### src/verilog/pce_input_defines.svh
/*
 * Sizing constants for the console controller input path.
 * The port index must be wide enough to count past PCE_NUM_PORTS,
 * so that the scanner can step onto the all-ones idle ports.
 * The mouse timeout runs for 2**PCE_MOUSE_TO_W - 1 cycles of clk_sys.
 */

`ifndef PCE_INPUT_DEFINES_SVH
`define PCE_INPUT_DEFINES_SVH

// ==========================================================================
// Multitap
// ==========================================================================
`define PCE_NUM_PORTS 5 // Pads behind the multitap
`define PCE_PORT_W 3    // Port index width

// ==========================================================================
// Mouse
// ==========================================================================
`define PCE_MOUSE_TO_W 15   // Resync timeout counter width
`define PCE_MOUSE_NIBBLES 4 // X high, X low, Y high, Y low

// Six-button bank select and the ID nibble shown on the high bank
`define PCE_BANK_LO 1'b0
`define PCE_BANK_HI 1'b1
`define PCE_SIX_BTN_ID 4'h0

`endif

### src/verilog/pce_input_pkg.sv
/*
 * Types shared by the controller input path.
 * Joystick words are active high as they come from the host side.
 * Pad words and nibbles are active low, as the console reads them.
 */

`default_nettype none

`include "pce_input_defines.svh"

package pce_input_pkg;

	// Joystick bits, 0..3 right left down up, 4..7 I II select run,
	// 8..11 buttons III to VI
	typedef logic [11:0] joy_t;

	// One port as seen by the console, four nibbles by {bank, select}
	typedef logic [15:0] pad_word_t;

	typedef logic [3:0] nibble_t;

	// Relative mouse movement, two's complement
	typedef logic signed [7:0] mouse_delta_t;

	typedef logic [`PCE_PORT_W-1:0] port_idx_t;

endpackage

`default_nettype wire

### src/verilog/pad_bus_if.sv
/*
 * Internal bus between the port scanner and the two producers.
 * Plain levels and one-cycle pulses only, no handshake.
 * clr and clr_rise follow pad_clr combinationally.
 */

`timescale 1ns/1ns
`default_nettype none

interface pad_bus_if import pce_input_pkg::*; ();

	logic      clr;       // Copy of pad_clr
	logic      clr_rise;  // First cycle of pad_clr high
	port_idx_t port;      // Port the console is reading
	pad_word_t word;      // Active-low word for that port
	nibble_t   mouse_nib; // Movement nibble for the next read

	modport scanner (
		output clr, clr_rise, port,
		input  word
	);

	modport encoder (
		input  port, mouse_nib,
		output word
	);

	modport mouse (
		input  clr, clr_rise,
		output mouse_nib
	);

endinterface

`default_nettype wire

### src/verilog/mouse_tracker.sv
/*
 * Mouse emulation for the console's four-read protocol.
 * Each clear pulse advances one nibble; after the fourth the pending
 * deltas are published and the pending pair starts again from zero.
 * If pad_clr stays low for the whole timeout the sequence resyncs,
 * so the next clear pulse reads the X high nibble again.
 */

`timescale 1ns/1ns
`default_nettype none

`include "pce_input_defines.svh"

module mouse_tracker
	import pce_input_pkg::*;
(
	input  wire logic   clk_sys,
	input  wire logic   rst,
	input  mouse_delta_t mouse_x,
	input  mouse_delta_t mouse_y,
	input  wire logic   mouse_strobe,
	pad_bus_if.mouse    bus
);

	localparam int CNT_W = $clog2(`PCE_MOUSE_NIBBLES);
	localparam logic [CNT_W-1:0] CNT_LAST = CNT_W'(`PCE_MOUSE_NIBBLES - 1);

	logic [CNT_W-1:0]           cnt;
	logic [`PCE_MOUSE_TO_W-1:0] to_cnt;
	logic                       to_force;
	mouse_delta_t               pend_x, pend_y; // Collected since last publish
	mouse_delta_t               pub_x, pub_y;   // Shown to the console

	// Top bits all ones, so the count is 3 on the same edge as saturation
	assign to_force = &to_cnt[`PCE_MOUSE_TO_W-1:1];

	// ======================================================================
	// Resync timeout
	// ======================================================================
	always_ff @(posedge clk_sys) begin
		if (rst)
			to_cnt <= '0;
		else if (bus.clr)
			to_cnt <= '0;
		else if (~&to_cnt)
			to_cnt <= to_cnt + 1'b1;
	end

	// ======================================================================
	// Nibble sequence and delta capture
	// ======================================================================
	always_ff @(posedge clk_sys) begin
		if (rst) begin
			cnt    <= CNT_LAST;
			pend_x <= '0;
			pend_y <= '0;
			pub_x  <= '0;
			pub_y  <= '0;
		end else begin
			if (bus.clr_rise) begin
				cnt <= cnt + 1'b1;
				if (cnt == CNT_LAST) begin // Report done, take the new one
					pub_x  <= pend_x;
					pub_y  <= pend_y;
					pend_x <= '0;
					pend_y <= '0;
				end
			end else if (to_force) begin
				cnt <= CNT_LAST;
			end

			// Console X runs the other way
			if (mouse_strobe) begin
				pend_x <= -mouse_x;
				pend_y <= mouse_y;
			end
		end
	end

	always_comb begin
		case (cnt)
			'd0:     bus.mouse_nib = pub_x[7:4];
			'd1:     bus.mouse_nib = pub_x[3:0];
			'd2:     bus.mouse_nib = pub_y[7:4];
			default: bus.mouse_nib = pub_y[3:0];
		endcase
	end

endmodule

`default_nettype wire

### src/verilog/pad_encoder.sv
/*
 * Builds the active-low pad word for the port being scanned.
 * Purely combinational. Joystick swap only exchanges ports 0 and 1.
 * With the mouse enabled, port 0 carries the mouse byte instead of a pad,
 * and run/select still come from the (swapped) first joystick.
 * Ports past the last pad read as all ones, as with nothing plugged in.
 */

`timescale 1ns/1ns
`default_nettype none

`include "pce_input_defines.svh"

module pad_encoder
	import pce_input_pkg::*;
(
	input  joy_t       joy_0,
	input  joy_t       joy_1,
	input  joy_t       joy_2,
	input  joy_t       joy_3,
	input  joy_t       joy_4,
	input  wire logic [1:0] mouse_btn, // 0 left, 1 right
	input  wire logic  joy_swap,
	input  wire logic  mouse_en,
	pad_bus_if.encoder bus
);

	joy_t       joy_a, joy_b;
	joy_t       joys [`PCE_NUM_PORTS];
	logic [7:0] mouse_byte;

	// Console layout, directions as up right down left
	function automatic pad_word_t remap(input joy_t j);
		return {`PCE_SIX_BTN_ID,
			~j[11:8],
			~{j[1], j[2], j[0], j[3]},
			~j[7:4]};
	endfunction

	assign joy_a = joy_swap ? joy_1 : joy_0;
	assign joy_b = joy_swap ? joy_0 : joy_1;

	assign joys[0] = joy_a;
	assign joys[1] = joy_b;
	assign joys[2] = joy_2;
	assign joys[3] = joy_3;
	assign joys[4] = joy_4;

	// Movement nibble above run, select, left, right
	assign mouse_byte = {bus.mouse_nib,
		~{joy_a[7], joy_a[6], mouse_btn[0], mouse_btn[1]}};

	// ======================================================================
	// Port select
	// ======================================================================
	always_comb begin
		if (bus.port >= `PCE_NUM_PORTS)
			bus.word = 16'h0FFF;               // Empty tap slot
		else if (bus.port == '0 && mouse_en)
			bus.word = {mouse_byte, mouse_byte}; // Same on both banks
		else
			bus.word = remap(joys[bus.port]);
	end

endmodule

`default_nettype wire

### src/verilog/pce_input_top.sv
/*
 * Controller input path of the console core.
 * Option levels are expected to be quasi-static; changing them in the
 * middle of a scan can give one odd read.
 * mouse_strobe is a single-cycle pulse in the clk_sys domain.
 * pad_sel and pad_clr must already be synchronous to clk_sys.
 */

`timescale 1ns/1ns
`default_nettype none

module pce_input_top
	import pce_input_pkg::*;
(
	input  wire logic   clk_sys,
	input  wire logic   rst,

	input  joy_t        joy_0,
	input  joy_t        joy_1,
	input  joy_t        joy_2,
	input  joy_t        joy_3,
	input  joy_t        joy_4,

	input  mouse_delta_t mouse_x,
	input  mouse_delta_t mouse_y,
	input  wire logic [1:0] mouse_btn,
	input  wire logic   mouse_strobe,

	input  wire logic   joy_swap,
	input  wire logic   turbotap,
	input  wire logic   buttons6,
	input  wire logic   mouse_en,

	input  wire logic   pad_sel,
	input  wire logic   pad_clr,
	output nibble_t     pad_nib
);

	pad_bus_if bus ();

	port_scanner u_scanner (
		.clk_sys  (clk_sys),
		.rst      (rst),
		.pad_sel  (pad_sel),
		.pad_clr  (pad_clr),
		.turbotap (turbotap),
		.buttons6 (buttons6),
		.bus      (bus.scanner),
		.pad_nib  (pad_nib)
	);

	pad_encoder u_encoder (
		.joy_0     (joy_0),
		.joy_1     (joy_1),
		.joy_2     (joy_2),
		.joy_3     (joy_3),
		.joy_4     (joy_4),
		.mouse_btn (mouse_btn),
		.joy_swap  (joy_swap),
		.mouse_en  (mouse_en),
		.bus       (bus.encoder)
	);

	mouse_tracker u_mouse (
		.clk_sys      (clk_sys),
		.rst          (rst),
		.mouse_x      (mouse_x),
		.mouse_y      (mouse_y),
		.mouse_strobe (mouse_strobe),
		.bus          (bus.mouse)
	);

endmodule

`default_nettype wire

### src/verilog/port_scanner.sv
/*
 * Answers the console's select and clear lines.
 * Output nibble is registered, so it follows the lines one clock late,
 * and a new port shows up one clock after that.
 * The bank only changes on a clear pulse; dropping buttons6 takes
 * effect at the next clear. The port only advances with turbotap set.
 */

`timescale 1ns/1ns
`default_nettype none

`include "pce_input_defines.svh"

module port_scanner
	import pce_input_pkg::*;
(
	input  wire logic  clk_sys,
	input  wire logic  rst,
	input  wire logic  pad_sel,
	input  wire logic  pad_clr,
	input  wire logic  turbotap,
	input  wire logic  buttons6,
	pad_bus_if.scanner bus,
	output nibble_t    pad_nib
);

	logic       last_sel, last_clr;
	logic       sel_rise;
	logic       bank;
	logic [1:0] nib_idx;
	port_idx_t  port;
	nibble_t    nib_q;

	assign bus.clr      = pad_clr;
	assign bus.clr_rise = pad_clr & ~last_clr;
	assign bus.port     = port;

	assign sel_rise = pad_sel & ~last_sel;
	assign nib_idx  = {bank, pad_sel};

	// ======================================================================
	// Port counter, bank and output latch
	// ======================================================================
	always_ff @(posedge clk_sys) begin
		if (rst) begin
			last_sel <= 1'b0;
			last_clr <= 1'b0;
			port     <= '0;
			bank     <= `PCE_BANK_LO;
			nib_q    <= '0;
		end else begin
			last_sel <= pad_sel;
			last_clr <= pad_clr;
			nib_q    <= bus.word[{nib_idx, 2'b00} +: 4];

			if (pad_clr) begin
				port  <= '0;
				nib_q <= '0; // Console sees 0 while clearing
				if (bus.clr_rise)
					bank <= (bank == `PCE_BANK_LO && buttons6) ? `PCE_BANK_HI
						: `PCE_BANK_LO;
			end else if (sel_rise && turbotap) begin
				port <= port + 1'b1; // Walks past the last pad on purpose
			end
		end
	end

	assign pad_nib = nib_q;

endmodule

`default_nettype wire
### config.mk
export PLATFORM = sky130hd
export DESIGN_NAME = pce_input_top
export DESIGN_NICKNAME = d
export VERILOG_FILES = /design/src/verilog/pce_input_pkg.sv /design/src/verilog/pad_bus_if.sv /design/src/verilog/mouse_tracker.sv /design/src/verilog/pad_encoder.sv /design/src/verilog/pce_input_top.sv /design/src/verilog/port_scanner.sv
export VERILOG_INCLUDE_DIRS = /design/src /design/src/verilog
export SDC_FILE = /design/constraint.sdc
export NUM_CORES = 1
export LEC_CHECK = 0
export ABC_AREA = 1
export BUFFER_PORTS_ARGS = -buffer_cell sky130_fd_sc_hd__buf_2
export CAP_MARGIN = 25
export CORE_MARGIN = 3
export CORE_UTILIZATION = 52
export CTS_CLUSTER_DIAMETER = 100
export DETAILED_ROUTE_END_ITERATION = 12
export PLACE_DENSITY_LB_ADDON = 0.12
export SYNTH_ARGS = -nofsm -noshare
export SYNTH_HDL_FRONTEND = slang
export SYNTH_SLANG_ARGS = --single-unit
### constraint.sdc
create_clock -name clk_sys -period 1.87 [get_ports clk_sys]
set_input_delay 0 -clock clk_sys [delete_from_list [all_inputs] [get_ports clk_sys]]
set_output_delay 0 -clock clk_sys [all_outputs]
set_load 0.02 [all_outputs]
==> flow_summary.yaml, run 1 <==
sta:
  fin_crit_ns: 1.74
  relSlewSlack_pct: 54.2
  hold_viol: 0
  drv_slew: 0
  max_freq_mhz: 574
  setup_viol: 0
  tns_ns: 0
  rsz0062_at_grt: "false"
  tightestPinTransition_ns: 0.685
  clock-skew-final_ns: 0.00952
  fin_crit_sh_pct: 93.2
  fin_ws_ns: 0.128
global_route:
  antenna_found_initial: 0
  grt_pass1_vias: 3300
  grt_remaining_overflow: 0
  grtUsageTotal_pct: 24.2
  grt_max_degree: 26
  grt_pass1_wl_um: 14600
synthesis:
  ys_ff_latch: 59
  synthArstFlopShare_pct: 0
  synthAdderAreaFrac_pct: 3.30
  syn_area_um2: 3410
  yosysUniqueCellTypes: 40
  syn_area_per_cell_um2: 6.77
  synth_top_family_by_area: "simple AND/OR/NAND/NOR gates"
  synth_compound_area_share_pct: 21.8
  synthXorXnorAreaFrac_pct: 1.54
  yosys_most_used_dff: "dfxtp_1"
  synthSimpleGateAreaFrac_pct: 28.2
  synth.area.mux_share_pct: 0
  synth_edf_count: 0
  ys_seq_area_share_pct: 34.6
  synth_nets: 600
  syn_inst: 504
  yosys_warnings: 0
floorplanning:
  ios: 91
  initial_core_util_pct: 55.7
  die_h_um: 87.0
  coreArea_um2: 6130
  die-area_um2: 7570
  die_w_um: 87.0
  rows: 28
setup_path:
  worstPathMaxFanout: 13
  cp-start-kind: "flip-flop"
  critPathCaptureType: "flip-flop"
  required_ns: 2.08
  crit_type: "flip-flop to flip-flop"
  worstPathArrival_ns: 1.96
  ff2ff_setup_slack_ns: 0.13
routing:
  drc: 0
  firstDrtPassIters: 5
  totalWireLength_um: 9300
  wl_per_cell_um: 13.5
  antenna_left: 0
  via_count: 3730
  initialDrtViolationCount: 252
  routed_via_density: 5.41
pwr:
  clkPwrFrac_pct: 35.2
  worst_ir_drop_vdd_uv: 607
  fin_total_pwr_w: 0.00294
  internal_power_w: 0.00214
  powerDensity_nw_per_um2: 695
  p_switching_w: 0.000801
  p_leak_nw: 1.98
  p_comb_share_pct: 18.6
  swShare_pct: 27.2
  p_seq_share_pct: 46.3
clock_network:
  htree_levels: 3
  root_buffer: "clkbuf_8"
  postCtsSetupBuffers: 0
  cts_tree: "built"
  clk_pin_slew_ns: 0.06
  clockBufferDepth: 2
  worst_skew_pair.late_latency_ns: 0.34
  numCtsBuffers: 9
  clock-sinks: 59
placed_design:
  portBuffers: 90
  dpl_worst_slack_ns: 0.165
  dpl.hpwl_um: 6730
  placement.cell_area_um2: 3880
  gp_congestion: 0.893
job:
  maxCapViolCount: 0
finish:
  final_area_um2: 4230
  fin_nets: 708
  n_antenna_cell: 0
  final_util_pct: 69.0
  drive_gt1_share_pct: 22.0
  area_growth_pct: 23.9
run_status:
  status: "completed"
worst_hold_path:
  hp-class: "primary input to flip-flop"
-- metal layers --
layer	vias to the layer above	track usage [%]	part of all wire (%)
li1	1890	-	-
met1	1688	31.6	43
met2	136	40.0	48
met3	16	5.87	7.8
met4	0	5.95	1.3
met5	-	0	0
-- what timing repair did --
action                                  CTS  global route
resized for setup                         0             6
hold buffers                             16             0
endpoints found under the hold margin    15             0
endpoints found under the setup margin    0            15
-- logic make-up after synthesis --
family	count (synthesis)
simple gates	222
compound gates	135
buf+inv	73
flops	59
fa+ha+maj	9
xor+xnor	6
-- through the flow --
| stage | std cells | hold WS, ns |
|---|---|---|
| 2_1_floorplan | 504 | 0.125 |
| 3_3_place_gp | 659 | 0.245 |
| 3_5_place_dp | 659 | 0.259 |
| 4_1_cts | 688 | 0.0102 |
| 5_1_grt | 689 | 0.0444 |
| 6_report | 689 | 0.0291 |
-- cell type report --
type                       count  area, µm²
fill                         541       1900
inverter                      55        225
timing repair buffer         114        671
clock inverter                 4       45.0
sequential                    59       1180
tap                           75       93.8
clock buffer                   9        124
multi-input combinational    372       1880
timing repair inverter         1       7.51
-- synth_stat cells, types with 5 or more instances --
cell     number  area [µm²]
nand3_1      28         140
o21ai_0      42         210
a21oi_1      55         275
buf_2         5        25.0
nand2_1     122         458
nor2_1       49         184
a31oi_1      17         106
inv_1        49         184
dfxtp_1      59        1180
o22ai_1       6        37.5
ha_1          9         113
-- worst paths after layout --
| check | from | end | depth (start not counted) |
|---|---|---|---|
| max | u_mouse.cnt[1] | u_mouse.pub_y[0] | 6 |
| min | mouse_x[4] | u_mouse.pend_x[5] | 4 |
| max reg2reg | u_mouse.cnt[1] | u_mouse.pub_y[0] | 6 |
| min reg2reg | u_mouse.pend_y[6] | u_mouse.pend_y[6] | 2 |
-- sequential cells by signal, indices dropped and copies added (netlist names) --
signal              cells
u_scanner.pad_nib       4
u_mouse.to_cnt         15
u_mouse.pend_y          8
u_mouse.pub_x           8
u_mouse.cnt             2
u_scanner.bus.port      3
u_mouse.pub_y           8
u_scanner.bank          1
u_scanner.last_sel      1
u_scanner.last_clr      1
u_mouse.pend_x          8
-- power by group through the flow --
| stage | Combinational, W | Sequential [W] | Clock, W |
|---|---|---|---|
| floorplan | 0.000329 | 0.00138 | 0 |
| global placement | 0.000492 | 0.00138 | 0 |
| detailed placement | 0.000501 | 0.00139 | 0 |
| CTS | 0.000530 | 0.00136 | 0.00106 |
| global route | 0.000612 | 0.00137 | 0.00112 |
| finish | 0.000546 | 0.00136 | 0.00103 |
-- worst max-delay path: stages (launching register included) --
cell and delay (ns):
dfxtp_1 0.38, ha_2 0.28, inv_1 0.10, nor2_4 0.19
clkinvlp_4 0.25, o21ai_0 0.33, a21oi_1 0.09
-- cell usage in the layout, fill, tap and decap left out, types with 2 or more instances in the layout --
cell,n
nand2_1,122
buf_2,90
dfxtp_1,58
a21oi_1,55
nor2_1,49
inv_1,48
o21ai_0,41
nand3_1,28
a31oi_1,17
dlygate4sd3_1,16
clkbuf_8,9
ha_1,8
buf_4,8
o22ai_1,6
o21ai_1,5
a21oi_2,4
nand3b_1,4
xor2_1,4
inv_2,3
nand4_1,3
nor3_1,3
o221ai_1,3
clkinv_2,3
inv_8,2
clkinvlp_4,2
nand2_4,2
nor4_1,2
xnor2_1,2
nand2_2,2
Note: power is estimated with default switching activity, not from simulation.
==> run 2, diff against run 1 <==
- RECOVER_POWER: unset -> 50
- REMOVE_ABC_BUFFERS: unset -> 1
==> flow_summary.yaml, run 2 (synthesized netlist as in run 1, its figures left out) <==
run_status:
  status: "completed"
placed_design:
  placement.cell_area_um2: 3890
  portBuffers: 90
  place_inst: 661
  gp_congestion: 0.900
  dpl.hpwl_um: 6550
global_route:
  grt_remaining_overflow: 0
  grt_pass1_vias: 3341
  grt_pass1_wl_um: 14700
  grtUsageTotal_pct: 23.9
  grt_max_degree: 26
  antenna_found_initial: 0
floorplanning:
  die-area_um2: 7570
  coreArea_um2: 6130
  die_w_um: 87.0
  rows: 28
  initial_core_util_pct: 55.7
  die_h_um: 87.0
  ios: 91
finish:
  final_util_pct: 70.3
  area_growth_pct: 26.3
  drive_gt1_share_pct: 21.6
  largest_register: "u_mouse.to_cnt"
  final_area_um2: 4310
  fin_nets: 711
  n_antenna_cell: 0
  final_common_cell: "nand2_1"
  fin_cells: 695
  fill_cells: 541
  layout_common_cells: "nand2_1, buf_2, dfxtp_1, a21oi_1, nor2_1"
  largest_reg_flops: 15
routing:
  antenna_left: 0
  wl_per_cell_um: 12.9
  top_layer: "met4"
  initialDrtViolationCount: 193
  wl_met2_um: 4160
  totalWireLength_um: 8960
  routed_via_density: 5.21
  drc: 0
  dr_wl_met3_um: 512
  met1_length_um: 4170
  firstDrtPassIters: 5
  via_count: 3621
setup_path:
  crit_type: "primary input to flip-flop"
  cp-start-kind: "primary input"
  worstPathArrival_ns: 1.97
  path_common_cell: "dlygate4sd3_1"
  critPathCaptureType: "flip-flop"
  path_cells: "dlygate4sd3_1 > buf_2 > inv_1 > nor2_1 > inv_2 > nor2_4 > nor2_2 > buf_6 > nand2_1 > a21oi_1 > dlygate4sd3_1"
  worstPathMaxFanout: 16
  cp_slowest_cell: "dlygate4sd3_1"
  critPathMaxStageDelay_ns: 0.57
  required_ns: 2.09
pwr:
  internal_power_w: 0.00238
  clkPwrFrac_pct: 40.9
  p_comb_share_pct: 17.0
  swShare_pct: 26.1
  p_switching_w: 0.000840
  worst_ir_drop_vdd_uv: 711
  p_seq_share_pct: 42.1
  p_leak_nw: 2.01
  powerDensity_nw_per_um2: 747
clock_network:
  numCtsBuffers: 9
  cts_tree: "built"
  worst_skew_pair.late_latency_ns: 0.34
  root_buffer: "clkbuf_8"
  clock-sinks: 59
  clockBufferDepth: 2
  clk_pin_slew_ns: 0.06
  htree_levels: 3
sta:
  holdWs_ns: 0.0107
  relSlewSlack_pct: 54.4
  max_freq_mhz: 572
  tightestPinTransition_ns: 0.682
  setup_viol: 0
  clock-skew-final_ns: 0.0107
  fin_crit_sh_pct: 93.5
  tns_ns: 0
  drv_slew: 0
  fin_crit_ns: 1.75
  hold_viol: 0
job:
  maxCapViolCount: 0
worst_hold_path:
  hp-class: "primary input to flip-flop"
==> run 2: changes by cell type in the layout (fill, tap and decap cells not counted), moves of 2 or more <==
cell      delta
buf_4        +2
clkinv_2     -2
clkbuf_8     +2
buf_2        -5
clkbuf_1     +6
==> run 2: repair_timing <==
action / in CTS / in global routing
setup endpoints to repair: 0 / 6
resized for setup: 0 / 7
setup buffers: 0 / 1
hold buffers: 17 / 0
hold endpoints to repair: 15 / 0
==> run 2: layout make-up <==
| type | instances | area, µm² | area share, % |
|---|---|---|---|
| repair buffers | 118 | 701 | 16.3 |
| multi-input cells | 372 | 1880 | 43.6 |
| inverters | 55 | 225 | 5.23 |
| clock buffers | 12 | 155 | 3.60 |
| flip-flops and latches | 59 | 1180 | 27.4 |
| clock inverters | 4 | 72.6 | 1.68 |
| well taps | 75 | 93.8 | 2.18 |
==> run 2: metrics by stage <==
| stage | power [W] | worst slack [ns] |
|---|---|---|
| after floorplan | 0.00168 | 0.178 |
| after global placement | 0.00188 | 0.222 |
| after detailed placement | 0.00189 | 0.112 |
| after CTS | 0.00322 | 0.00980 |
| after global routing | 0.00338 | -0.0175 |
| final | 0.00322 | 0.122 |
==> run 2: path summary, 6_finish.rpt <==
| path | start | slack, ns | cells past startpoint | end |
|---|---|---|---|---|
| setup / recovery | pad_clr | 0.12 | 11 | u_mouse.pend_y[7] |
| hold / removal | mouse_x[6] | 0.01 | 4 | u_mouse.pend_x[6] |
| setup reg to reg | u_mouse.cnt[0] | 0.14 | 8 | u_mouse.pend_y[7] |
| hold reg to reg | u_mouse.pend_x[0] | 0.46 | 2 | u_mouse.pend_x[0] |
==> run 2: metal layers <==
| layer | GRT usage [%] | vias up |
|---|---|---|
| met2 | 38.5 | 103 |
| met5 | 0 | - |
| met1 | 31.4 | 1602 |
| met4 | 7.65 | 0 |
| met3 | 5.96 | 16 |
| li1 | - | 1900 |
==> run 2: power by group through the flow <==
stage	Sequential [W]	Combinational, W	Clock, W
final	0.00136	0.000546	0.00132
after global routing	0.00136	0.000620	0.00139
after CTS	0.00136	0.000534	0.00133
after detailed placement	0.00138	0.000505	0
after global placement	0.00138	0.000493	0
after floorplan	0.00138	0.000299	0
==> run 2: worst max-delay path: cells and delay by family <==
kind                   cells  cell delay (ns)
AOI/OAI and AO/OA          1             0.05
buffers and inverters      6             1.50
and+or+nand+nor            4             0.39
==> run 3, diff against run 2 <==
- ABC_AREA: 1 -> unset
==> flow_summary.yaml, run 3 <==
run_status:
  status: "completed"
synthesis:
  syn_area_per_cell_um2: 8.24
  syn_area_um2: 3290
  synth_compound_area_share_pct: 20.1
  synth_top_area_share_pct: 35.9
  syn_inst: 399
  synth_edf_count: 0
  synthAdderAreaFrac_pct: 3.42
  synth_top_family_by_area: "simple AND/OR/NAND/NOR gates"
  ys_ff_latch: 59
  synthArstFlopShare_pct: 0
  synth_top_cells_by_count: "dfxtp_1, nand2_1, a21oi_1"
  synth.area.mux_share_pct: 5.74
  synthXorXnorAreaFrac_pct: 1.86
  synth.area.top_cells: "dfxtp_1, a21oi_1, nand3_1, nand2_1, mux2_4"
  yosys.area.top_type: "dfxtp_1"
  yosys_most_used_dff: "dfxtp_1"
  synthSimpleGateAreaFrac_pct: 27.8
  yosysMostFrequentCell: "dfxtp_1"
  ys_seq_area_share_pct: 35.9
  yosys_warnings: 0
  yosysUniqueCellTypes: 51
placed_design:
  portBuffers: 90
  dpl_worst_slack_ns: 0.0653
  dpl.hpwl_um: 6140
  gp_congestion: 0.952
clock_network:
  postCtsSetupBuffers: 0
  cts_tree: "built"
  worst_skew_pair.late_latency_ns: 0.34
  clockBufferDepth: 2
  numCtsBuffers: 9
  root_buffer: "clkbuf_8"
  clock-sinks: 59
  clk_pin_slew_ns: 0.07
  htree_levels: 3
pwr:
  p_switching_w: 0.000772
  p_leak_nw: 1.68
  powerDensity_nw_per_um2: 775
  swShare_pct: 24.0
  internal_power_w: 0.00245
  p_seq_share_pct: 41.3
  worst_ir_drop_vdd_uv: 529
  p_comb_share_pct: 14.9
  clkPwrFrac_pct: 43.8
setup_path:
  cp_slowest_cell: "dfxtp_2"
  cp_num_buf_inv: 1
  path_delay_family: "compound AO/OA/AOI/OAI gates"
  critPathCaptureType: "flip-flop"
  path_cells: "buf_4 > mux2_2 > a221oi_1 > a31oi_1 > a311oi_1"
  crit_type: "flip-flop to flip-flop"
  required_ns: 2.11
  critPathMaxStageDelay_ns: 0.40
  cp-start-kind: "flip-flop"
  worstPathArrival_ns: 2.01
  worstPathMaxFanout: 9
finish:
  fin_nets: 593
  multi_input_area_um2: 1950
  largest_reg_flops: 15
  fill_cells: 514
  regArea_um2: 1180
  largest_register: "u_mouse.to_cnt"
  layout_common_cells: "buf_2, dfxtp_1, nand2_1, a21oi_1, nand3_1"
  drive_gt1_share_pct: 25.9
  n_antenna_cell: 0
  final_common_cell: "buf_2"
  area_growth_pct: 26.4
global_route:
  grtUsageTotal_pct: 24.3
  grt_max_degree: 33
  grt_pass1_wl_um: 14400
  grt_remaining_overflow: 0
  grt_pass1_vias: 3124
  antenna_found_initial: 0
sta:
  holdWs_ns: 0.00763
  fin_ws_ns: 0.104
  setup_viol: 0
  fin_crit_ns: 1.77
  relSlewSlack_pct: 31.8
  clock-skew-final_ns: 0.00956
  tns_ns: 0
  drv_slew: 0
  fin_crit_sh_pct: 94.5
  tightestPinTransition_ns: 1.02
  hold_viol: 0
  rsz0062_at_grt: "false"
  max_freq_mhz: 566
routing:
  routed_via_density: 5.78
  totalWireLength_um: 8740
  wl_per_cell_um: 15.2
  firstDrtPassIters: 5
  drc: 0
  via_count: 3331
  antenna_left: 0
  initialDrtViolationCount: 201
floorplanning:
  initial_core_util_pct: 54.6
  rows: 28
  die_h_um: 85.5
  die_w_um: 85.5
  coreArea_um2: 6030
  die-area_um2: 7320
  ios: 91
job:
  maxCapViolCount: 0
worst_hold_path:
  hp-class: "primary input to flip-flop"
==> run 3: stage by stage <==
stage | area [µm²] | utilization [%] | power, W | instances
6_report | 4160 | 69.0 | 0.00322 | 576
5_1_grt | 4160 | 69.0 | 0.00336 | 576
4_1_cts | 4160 | 69.0 | 0.00323 | 576
3_5_place_dp | 3790 | 63.0 | 0.00181 | 549
3_3_place_gp | 3790 | 63.0 | 0.00180 | 549
2_1_floorplan | 3160 | - | 0.00160 | 373
==> run 3: cell type report <==
class | instances | area share, %
multi-input combinational | 305 | 46.8
clock buffer | 11 | 3.40
clock inverter | 4 | 2.38
timing repair buffer | 113 | 15.9
inverter | 9 | 0.813
sequential | 59 | 28.4
tap | 75 | 2.26
==> run 3: cells by family after synthesis <==
group / Yosys count
compound gates: 103
xor+xnor: 7
fa+ha+maj: 9
buf+inv: 35
flops: 59
mux: 14
simple gates: 172
==> run 3: timing repair <==
item | in CTS | in global routing
endpoints found under the setup margin | 0 | 6
resized for setup | 0 | 4
hold buffers | 12 | 0
hold endpoints to repair | 13 | 0
==> run 3: per-layer routing <==
metal  routed length (µm)  GRT usage (%)  vias to the layer above
li1                     -              -                     1661
met1                 3760           31.7                     1529
met2                 4290           39.3                      122
met3                  538           6.15                       19
met4                  158           8.20                        0
met5                    0              0                        -
==> run 3: final timing paths <==
| kind | depth (start not counted) | to | start | slack, ns |
|---|---|---|---|---|
| min reg2reg | 2 | u_mouse.pub_y[3] | u_mouse.pend_y[3] | 0.45 |
| max | 5 | u_scanner.pad_nib[1] | u_scanner.bus.port[0] | 0.10 |
| max reg2reg | 5 | u_scanner.pad_nib[1] | u_scanner.bus.port[0] | 0.10 |
| min | 4 | u_scanner.pad_nib[0] | joy_1[8] | 0.008 |
==> run 3: power by group through the flow <==
stage	logic [W]	clock network (W)	registers, W
4_1_cts	0.000474	0.00143	0.00133
3_3_place_gp	0.000445	0	0.00136
2_1_floorplan	0.000237	0	0.00136
3_5_place_dp	0.000451	0	0.00136
6_report	0.000478	0.00141	0.00133
5_1_grt	0.000529	0.00150	0.00133
==> run 3: tightest hold or removal path, stage by stage <==
cell,delay [ns]
buf_2,0.07
nand3_1,0.06
nand3_1,0.08
a311oi_1,0.08
